`config.mk`:
```
export PLATFORM = sky130hd
export DESIGN_NAME = stepper_top
export DESIGN_NICKNAME = d
export VERILOG_FILES = /design/src/hdl/stepper_pkg.sv /design/src/hdl/move_if.sv /design/src/hdl/cmd_decode.sv /design/src/hdl/phase_driver.sv /design/src/hdl/spi_word_rx.sv /design/src/hdl/step_gen.sv /design/src/hdl/stepper_top.sv
export SDC_FILE = /design/constraint.sdc
export NUM_CORES = 1
export LEC_CHECK = 0
export BUFFER_PORTS_ARGS = -buffer_cell sky130_fd_sc_hd__clkbuf_2
export CAP_MARGIN = 20
export CORE_UTILIZATION = 50
export CTS_CLUSTER_DIAMETER = 80
export DETAILED_ROUTE_END_ITERATION = 12
export PLACE_DENSITY_LB_ADDON = 0.05
export SYNTH_ARGS = -nofsm -noshare
export SYNTH_HDL_FRONTEND = slang
export SYNTH_SLANG_ARGS = --single-unit
```
`constraint.sdc`:
```
create_clock -name CLK -period 3.7 [get_ports CLK]
set_input_delay 0.37 -clock CLK [delete_from_list [all_inputs] [get_ports CLK]]
set_output_delay 0.37 -clock CLK [all_outputs]
set_load 0.05 [all_outputs]
```
`src/hdl/stepper_pkg.sv`:
```
package stepper_pkg;

  typedef logic [31:0] word_t;
  typedef logic [31:0] duration_t;    // Move length in CLK cycles
  typedef logic [23:0] divisor_t;     // Step every divisor+1 cycles
  typedef logic [1:0]  ustep_t;       // Microstep exponent, 2**ustep per full step
  typedef logic [4:0]  elec_pos_t;    // 32 eighth-steps per electrical cycle
  typedef logic [1:0]  credit_t;
  typedef logic [7:0]  status_t;      // {overflow, 5'b0, credits}

  // Header byte sits in the last byte of the word
  typedef enum logic [7:0] {
    CMD_MOVE    = 8'd1,
    CMD_DIVISOR = 8'd3,
    CMD_USTEP   = 8'd4
  } cmd_code_t;

  typedef enum logic {
    DEC_HEADER,
    DEC_DURATION
  } dec_state_t;

  typedef enum logic {
    GEN_IDLE,
    GEN_RUN
  } gen_state_t;

  localparam int HDR_LSB     = 24;
  localparam int USTEP_MAX   = 3;
  localparam int QUEUE_DEPTH = 2;
  localparam int QUEUE_PTR_W = $clog2(QUEUE_DEPTH);
  localparam int PWM_WIDTH   = 8;

  typedef logic [$clog2(QUEUE_DEPTH+1)-1:0] qcount_t;
  typedef logic [PWM_WIDTH-1:0] duty_t;

  // Coil magnitude, roughly 255*cos(i*pi/16)
  localparam duty_t MAG_TABLE [8] = '{8'd255, 8'd250, 8'd236, 8'd212,
                                      8'd180, 8'd142, 8'd98, 8'd50};

endpackage

```
`src/hdl/move_if.sv`:
```
`timescale 1ns/10ps

interface move_if;

  logic                   req_valid;      // One cycle per issued move
  stepper_pkg::duration_t req_duration;
  logic                   req_dir;
  stepper_pkg::divisor_t  req_divisor;
  stepper_pkg::ustep_t    req_ustep;
  logic                   credit_return;  // One cycle per finished move

  modport issuer (
    output req_valid, req_duration, req_dir, req_divisor, req_ustep,
    input  credit_return
  );

  modport queue (
    input  req_valid, req_duration, req_dir, req_divisor, req_ustep,
    output credit_return
  );

endinterface

```
`src/hdl/cmd_decode.sv`:
```
`timescale 1ns/10ps

module cmd_decode (
  input  logic                 CLK,
  input  logic                 rst,
  input  stepper_pkg::word_t   word,
  input  logic                 word_valid,
  output stepper_pkg::status_t status,
  move_if.issuer               mv
);

  stepper_pkg::dec_state_t state;
  stepper_pkg::cmd_code_t  header;
  stepper_pkg::divisor_t   divisor;
  stepper_pkg::ustep_t     ustep;
  stepper_pkg::credit_t    credits;
  logic                    move_dir;
  logic                    overflow;  // Sticky until reset
  logic                    issue;

  assign header = stepper_pkg::cmd_code_t'(word[31:stepper_pkg::HDR_LSB]);
  assign issue  = word_valid && (state == stepper_pkg::DEC_DURATION) && (credits != '0);
  assign status = {overflow, 5'b0, credits};

  // Settings in force at issue travel with the request
  assign mv.req_divisor = divisor;
  assign mv.req_ustep   = ustep;
  assign mv.req_dir     = move_dir;

  always_ff @(posedge CLK) begin
    if (rst) begin
      state        <= stepper_pkg::DEC_HEADER;
      divisor      <= '0;
      ustep        <= '0;
      move_dir     <= 1'b0;
      overflow     <= 1'b0;
      mv.req_valid <= 1'b0;
    end else begin
      mv.req_valid <= issue;
      if (word_valid) begin
        if (state == stepper_pkg::DEC_HEADER) begin
          case (header)
            stepper_pkg::CMD_DIVISOR: divisor <= word[23:0];
            stepper_pkg::CMD_USTEP: begin
              if (word[23:0] > stepper_pkg::USTEP_MAX) begin
                ustep <= stepper_pkg::ustep_t'(stepper_pkg::USTEP_MAX);
              end else begin
                ustep <= word[1:0];
              end
            end
            stepper_pkg::CMD_MOVE: begin
              move_dir <= word[0];
              state    <= stepper_pkg::DEC_DURATION;
            end
            default: ;  // Unknown headers are ignored
          endcase
        end else begin
          if (!issue) overflow <= 1'b1;  // No credit, move dropped
          state <= stepper_pkg::DEC_HEADER;
        end
      end
    end
  end

  always_ff @(posedge CLK) begin
    if (issue) mv.req_duration <= word;
  end

  // Credit counter
  always_ff @(posedge CLK) begin
    if (rst) begin
      credits <= stepper_pkg::credit_t'(stepper_pkg::QUEUE_DEPTH);
    end else begin
      credits <= credits - stepper_pkg::credit_t'(issue)
                         + stepper_pkg::credit_t'(mv.credit_return);
    end
  end

endmodule

```
`src/hdl/phase_driver.sv`:
```
`timescale 1ns/10ps

module phase_driver (
  input  logic                CLK,
  input  logic                rst,
  input  logic                step,
  input  logic                dir,
  input  stepper_pkg::ustep_t ustep,
  output logic                phase_a1,
  output logic                phase_a2,
  output logic                phase_b1,
  output logic                phase_b2,
  output logic                pwm_a,
  output logic                pwm_b
);

  stepper_pkg::elec_pos_t pos;
  stepper_pkg::elec_pos_t pos_inc;
  stepper_pkg::duty_t     pwm_cnt;
  logic [1:0]             quad;
  logic [2:0]             idx_a;
  logic [2:0]             idx_b;
  logic                   a_fwd;
  logic                   b_fwd;

  // Full step is 8 eighths, finer settings halve it
  assign pos_inc = stepper_pkg::elec_pos_t'(8) >> ustep;

  always_ff @(posedge CLK) begin
    if (rst) begin
      pos     <= '0;
      pwm_cnt <= '0;
    end else begin
      pwm_cnt <= pwm_cnt + 1'b1;  // Free running
      if (step) pos <= dir ? pos + pos_inc : pos - pos_inc;
    end
  end

  assign quad  = pos[4:3];
  assign a_fwd = (quad == 2'd0) || (quad == 2'd3);
  assign b_fwd = ~quad[1];

  assign phase_a1 = a_fwd;
  assign phase_a2 = ~a_fwd;
  assign phase_b1 = b_fwd;
  assign phase_b2 = ~b_fwd;

  // Coil A follows |cos|, coil B the mirrored entry
  assign idx_a = quad[0] ? ~pos[2:0] : pos[2:0];
  assign idx_b = ~idx_a;

  assign pwm_a = stepper_pkg::MAG_TABLE[idx_a] > pwm_cnt;
  assign pwm_b = stepper_pkg::MAG_TABLE[idx_b] > pwm_cnt;

endmodule

```
`src/hdl/spi_word_rx.sv`:
```
`timescale 1ns/10ps

module spi_word_rx (
  input  logic                 CLK,
  input  logic                 rst,
  input  logic                 sck,
  input  logic                 ssel,
  input  logic                 mosi,
  output logic                 miso,
  input  stepper_pkg::status_t status,
  output stepper_pkg::word_t   word,
  output logic                 word_valid
);

  logic [2:0] sck_sync;   // Two sync stages and one edge history stage
  logic [1:0] ssel_sync;
  logic [1:0] mosi_sync;
  logic [2:0] bit_cnt;
  logic [1:0] byte_cnt;   // Byte lane within the word
  logic [6:0] rx_shift;
  logic [7:0] tx_shift;
  logic       sck_rise;
  logic       sck_fall;
  logic       ssel_idle;

  assign sck_rise  = sck_sync[1] & ~sck_sync[2];
  assign sck_fall  = ~sck_sync[1] & sck_sync[2];
  assign ssel_idle = ssel_sync[1];
  assign miso      = tx_shift[7];  // MSB first

  always_ff @(posedge CLK) begin
    if (rst) begin
      sck_sync  <= '0;
      ssel_sync <= '1;
      mosi_sync <= '0;
    end else begin
      sck_sync  <= {sck_sync[1:0], sck};
      ssel_sync <= {ssel_sync[0], ssel};
      mosi_sync <= {mosi_sync[0], mosi};
    end
  end

  // Bit and byte position, word strobe and status shifter
  always_ff @(posedge CLK) begin
    if (rst) begin
      bit_cnt    <= '0;
      byte_cnt   <= '0;
      word_valid <= 1'b0;
      tx_shift   <= '0;
    end else begin
      word_valid <= 1'b0;
      if (ssel_idle) begin
        bit_cnt  <= '0;
        byte_cnt <= '0;
        tx_shift <= status;  // Ready before the first rising edge
      end else begin
        if (sck_rise) begin
          bit_cnt <= bit_cnt + 3'd1;
          if (bit_cnt == 3'd7) begin
            byte_cnt   <= byte_cnt + 2'd1;
            word_valid <= (byte_cnt == 2'd3);
          end
        end
        if (sck_fall) begin
          // Falling edge after a full byte starts the next byte
          if (bit_cnt == 3'd0) begin
            tx_shift <= status;
          end else begin
            tx_shift <= {tx_shift[6:0], 1'b0};
          end
        end
      end
    end
  end

  always_ff @(posedge CLK) begin
    if (!ssel_idle && sck_rise) begin
      rx_shift <= {rx_shift[5:0], mosi_sync[1]};
      if (bit_cnt == 3'd7) begin
        word[8*byte_cnt +: 8] <= {rx_shift, mosi_sync[1]};  // Little endian lanes
      end
    end
  end

endmodule

```
`src/hdl/step_gen.sv`:
```
`timescale 1ns/10ps

module step_gen (
  input  logic                CLK,
  input  logic                rst,
  move_if.queue               mv,
  output logic                step,
  output logic                dir,
  output logic                busy,
  output stepper_pkg::ustep_t ustep
);

  stepper_pkg::duration_t q_dur [stepper_pkg::QUEUE_DEPTH];
  stepper_pkg::divisor_t  q_div [stepper_pkg::QUEUE_DEPTH];
  stepper_pkg::ustep_t    q_ust [stepper_pkg::QUEUE_DEPTH];
  logic                   q_dir [stepper_pkg::QUEUE_DEPTH];
  logic [stepper_pkg::QUEUE_PTR_W-1:0] wr_ptr;
  logic [stepper_pkg::QUEUE_PTR_W-1:0] rd_ptr;
  stepper_pkg::qcount_t   q_count;
  stepper_pkg::gen_state_t state;
  stepper_pkg::duration_t remain;   // Cycles left in the move
  stepper_pkg::divisor_t  divisor;
  stepper_pkg::divisor_t  div_cnt;
  logic                   pop;

  assign pop  = (state == stepper_pkg::GEN_IDLE) && (q_count != '0);
  assign busy = (remain != '0);  // Cycles remain only while a move runs
  assign step = (state == stepper_pkg::GEN_RUN) && (div_cnt == divisor);

  always_ff @(posedge CLK) begin
    if (mv.req_valid) begin
      q_dur[wr_ptr] <= mv.req_duration;
      q_div[wr_ptr] <= mv.req_divisor;
      q_ust[wr_ptr] <= mv.req_ustep;
      q_dir[wr_ptr] <= mv.req_dir;
    end
  end

  always_ff @(posedge CLK) begin
    if (rst) begin
      wr_ptr  <= '0;
      rd_ptr  <= '0;
      q_count <= '0;
    end else begin
      if (mv.req_valid) wr_ptr <= wr_ptr + 1'b1;
      if (pop) rd_ptr <= rd_ptr + 1'b1;
      q_count <= q_count + stepper_pkg::qcount_t'(mv.req_valid)
                         - stepper_pkg::qcount_t'(pop);
    end
  end

  always_ff @(posedge CLK) begin
    if (rst) begin
      state            <= stepper_pkg::GEN_IDLE;
      mv.credit_return <= 1'b0;
      remain           <= '0;
      divisor          <= '0;
      div_cnt          <= '0;
      dir              <= 1'b0;
      ustep            <= '0;
    end else begin
      mv.credit_return <= 1'b0;
      case (state)
        stepper_pkg::GEN_IDLE: begin
          if (pop) begin
            remain  <= q_dur[rd_ptr];
            divisor <= q_div[rd_ptr];
            ustep   <= q_ust[rd_ptr];
            dir     <= q_dir[rd_ptr];
            div_cnt <= '0;
            if (q_dur[rd_ptr] == '0) begin
              mv.credit_return <= 1'b1;  // Empty move ends at once
            end else begin
              state <= stepper_pkg::GEN_RUN;
            end
          end
        end
        stepper_pkg::GEN_RUN: begin
          remain  <= remain - 1'b1;
          div_cnt <= step ? '0 : div_cnt + 1'b1;
          if (remain == 32'd1) begin
            state            <= stepper_pkg::GEN_IDLE;
            mv.credit_return <= 1'b1;
          end
        end
        default: state <= stepper_pkg::GEN_IDLE;
      endcase
    end
  end

endmodule

```
`src/hdl/stepper_top.sv`:
```
`timescale 1ns/10ps

module stepper_top (
  input  logic CLK,
  input  logic rst,
  input  logic sck,
  input  logic ssel,
  input  logic mosi,
  output logic miso,
  output logic phase_a1,
  output logic phase_a2,
  output logic phase_b1,
  output logic phase_b2,
  output logic pwm_a,
  output logic pwm_b,
  output logic step,
  output logic dir,
  output logic busy
);

  stepper_pkg::word_t   word;
  logic                 word_valid;
  stepper_pkg::status_t status;
  stepper_pkg::ustep_t  ustep;

  move_if mv_bus ();

  spi_word_rx u_spi (
    .CLK(CLK), .rst(rst), .sck(sck), .ssel(ssel), .mosi(mosi), .miso(miso),
    .status(status), .word(word), .word_valid(word_valid)
  );

  cmd_decode u_dec (
    .CLK(CLK), .rst(rst), .word(word), .word_valid(word_valid),
    .status(status), .mv(mv_bus)
  );

  step_gen u_gen (
    .CLK(CLK), .rst(rst), .mv(mv_bus), .step(step), .dir(dir), .busy(busy),
    .ustep(ustep)
  );

  phase_driver u_phase (
    .CLK(CLK), .rst(rst), .step(step), .dir(dir), .ustep(ustep),
    .phase_a1(phase_a1), .phase_a2(phase_a2), .phase_b1(phase_b1),
    .phase_b2(phase_b2), .pwm_a(pwm_a), .pwm_b(pwm_b)
  );

endmodule

```
==> impl_results.md <==
* Outcome: finished clean
* Fin. Hold Viols at 0
* Number of port buffers at 14
* Routed WL per cell at 17.58 um
* Clock Skew at 0.01612 ns
* Number of global-route vias before repair at 8520
* Syn nets at 1299
* CORE AREA at 0.02809 mm^2
* Area taken by multi-input logic gates at 0.005340 mm^2
* CP arrival at 3.09 ns
* CTS root buf: clkbuf_16
* Initial Util at 51.40%
* Synth Flop Type: edfxtp_1
* R2r worst-path depth at 7
* Synth Warn # at 0
* Total congestion overflow at 0
* Clock-pin slew on the worst setup and hold paths at 0.06 ns
* Worst EP required at 3.33 ns
* CP Launch Type: register
* Worst setup path category: register to output port
* Total Routed Length at 29.44 mm
* Mapped Avg Cell Area at 11.56 um^2
* Seq/Total Area, Yosys at 60.94%
* Fill cells at 2412
* Critical Path End Type: output port
* Via count at 9147
* Die Y at 171.9 um
* Final Net Count at 1316
* Clock buffer depth at 3
* Inserted Clock Buffers at 38
* Syn Inst Count at 1249
* Most frequent cells in the layout: edfxtp_1 (189), dfxtp_1 (154), nor2_1 (127)
* Setup slack after layout at 0.2352 ns
* Setup WS pre-CTS at 0.5259 ns
* First-pass GRT wire length at 46.32 mm
* Sequential cell area at 0.008801 mm^2
* Post-CTS Setup Bufs at 0
* Die ar. at 0.02956 mm^2
* Fraction of registers with async set/reset at 0%
* RD Place Congestion at 0.8062
* I/O pin total at 15
* All-Layer GR Usage at 20.34%
* Max-slew headroom at 25.87%
* Layout overhead on the synthesized area at 12.33%
* Min-Delay Path Class: primary input to register
* Post-route setup TNS at 0 ns
* Drc violations at 0
* Initial antenna violation count at 0
* Seq cells post-synth at 345
* CTS HTree Levels at 2
* Commonest non-fill, non-tap cell in the layout: edfxtp_1
* Fraction of layout cells with a size suffix above 1 at 9.491%
* Tmin final at 3.465 ns
* Crit path max-delay cell type: dfxtp_2
* Clock sink count at 345
* Pins Over Slew Limit at 0
* Max-Cap Viols at 0
* # diodes at 0
* Largest net degree at the start of global routing at 71
* Post-DRT Antenna Nets at 0
* Cell-by-cell trace of the critical path: xor2_2 -> inv_1 -> ha_1 -> and2_1 -> a21oi_1 -> ha_1 -> a21o_1 -> a21o_1 -> a21oi_1 -> o21ai_0 -> o21a_1 -> clkbuf_2
* Post-DP HPWL at 20.11 mm
* CTS tree: yes
* Largest stage delay, worst path at 0.45 ns
* Initial DRT Pass Iterations at 5
* PD cells at 636.9 mW/mm^2
* EDFF count, synth at 189
* Largest fanout on the critical path at 8
* Post-synth cell types at 58
* Final hold slack at 0.03105 ns
* Initial DRC Count at 579
* Worst-Skew Late Latency at 0.52 ns
* Static Leak at 0.005584 uW
* Hold path depth at 2
* Final Core Density at 57.74%
* Syn Std Cell Area at 0.01444 mm^2
* Fmax at 0.2886 GHz
* Worst-margin pin slew at 1.108 ns
* Via density at 5.464
* # rows at 61
* RSZ-0062 raised after global routing: no
* Endpoints failing setup at 0
* Peak supply drop at 0.0004211 V
* Fin crit share at 93.64%
* Die W at 171.9 um
==> critical path, delay by kind of cell (launching register included) <==
kind | cells | cell delay (ns)
adder cells (fa/ha/maj) | 2 | 0.49
AND/OR/NAND/NOR | 1 | 0.15
buffers and inverters | 2 | 0.37
XOR/XNOR | 1 | 0.32
flip-flops | 1 | 0.45
AO/OA/AOI/OAI | 6 | 0.80
==> metrics by stage <==
step	total power (uW)	cells	area, um^2
6_report	10330	1674	16220
2_1_floorplan	6128	1249	14440
4_1_cts	10400	1674	16210
3_3_place_gp	6595	1604	14940
5_1_grt	10830	1674	16220
3_5_place_dp	6626	1604	14940
==> cells in the mapped netlist (5+ instances only) <==
cell type / instances / area share (%)
o21ai_0: 22 / 0.76
nor4_1: 21 / 0.91
nand2_1: 89 / 2.3
a31oi_1: 13 / 0.56
nor3_1: 29 / 1.0
edfxtp_1: 189 / 39
a21o_1: 8 / 0.42
buf_1: 10 / 0.26
nand4_1: 23 / 1.0
a22oi_1: 5 / 0.26
ha_1: 44 / 3.8
or2_2: 7 / 0.30
o211ai_1: 7 / 0.36
clkbuf_1: 39 / 1.0
xnor2_1: 42 / 2.5
a21oi_1: 81 / 2.8
mux2i_1: 58 / 4.0
nor2b_1: 15 / 0.65
nor3b_1: 5 / 0.26
nand2b_1: 10 / 0.43
o311ai_0: 5 / 0.30
and2_1: 41 / 1.8
or3_1: 6 / 0.26
or4_1: 7 / 0.36
xor2_1: 21 / 1.3
o22a_1: 8 / 0.49
and3_1: 11 / 0.48
nand3_1: 26 / 0.90
dfxtp_1: 156 / 22
nor2_1: 128 / 3.3
mux2_2: 8 / 0.62
inv_1: 34 / 0.88
a211oi_1: 36 / 1.9
==> where the power goes <==
part	total, uW	internal, uW	switching, uW
Combinational	2060	796	1260
Clock	3770	2260	1510
Sequential	4500	4250	251
==> cell type report <==
| type | count | area share, % |
|---|---|---|
| tap | 378 | 2.916 |
| inverter | 34 | 0.7869 |
| clock inverter | 23 | 1.481 |
| clock buffer | 47 | 6.326 |
| multi-input combinational | 818 | 32.93 |
| sequential | 345 | 54.27 |
| timing repair buffer | 29 | 1.296 |
==> per-layer routing <==
metal / vias to the layer above / track usage, % / wire, um
met5: - / 0 / 0
met4: 0 / 5.810 / 588
met3: 39 / 2.930 / 960
met2: 146 / 32.05 / 13400
met1: 4375 / 29.24 / 14490
li1: 4587 / - / -
==> sequential cells by signal, indices dropped and copies added, names as in the netlist, 8 cells and up, named ones only <==
register and cells:
u_dec.mv.req_duration 32, u_phase.pwm_cnt 8, u_gen.q_div 48, u_spi.word 32, u_gen.divisor 24, u_spi.tx_shift 8
u_gen.q_dur 64, u_gen.remain 32, u_dec.mv.req_divisor 24, u_gen.div_cnt 24
==> repair_timing <==
action | in CTS | in global routing
hold buffers | 0 | 0
resized for setup | 1 | 2
setup endpoints to repair | 2 | 2
gates cloned | 0 | 0
==> logic make-up (layout without fill, tap and decap cells) <==
logic type / after synthesis / count (layout) / share of synthesized area [%]
multiplexers: 66 / 66 / 4.645
AO/OA/AOI/OAI: 205 / 205 / 9.030
adder cells (fa/ha/maj): 45 / 45 / 3.952
XOR/XNOR: 63 / 63 / 3.822
AND/OR/NAND/NOR: 439 / 439 / 15.35
buffers and inverters: 86 / 133 / 2.262
flip-flops: 345 / 345 / 60.94
==> final timing paths <==
kind	from	to	slack (ns)
hold reg to reg	u_spi.ssel_sync[0]	u_spi.ssel_sync[1]	0.41
hold / removal	ssel	u_spi.ssel_sync[0]	0.03
setup reg to reg	u_gen.remain[0]	u_gen.remain[14]	1.16
setup / recovery	u_phase.pos[3]	pwm_b	0.24
Note: power is estimated with default switching activity, not from simulation.
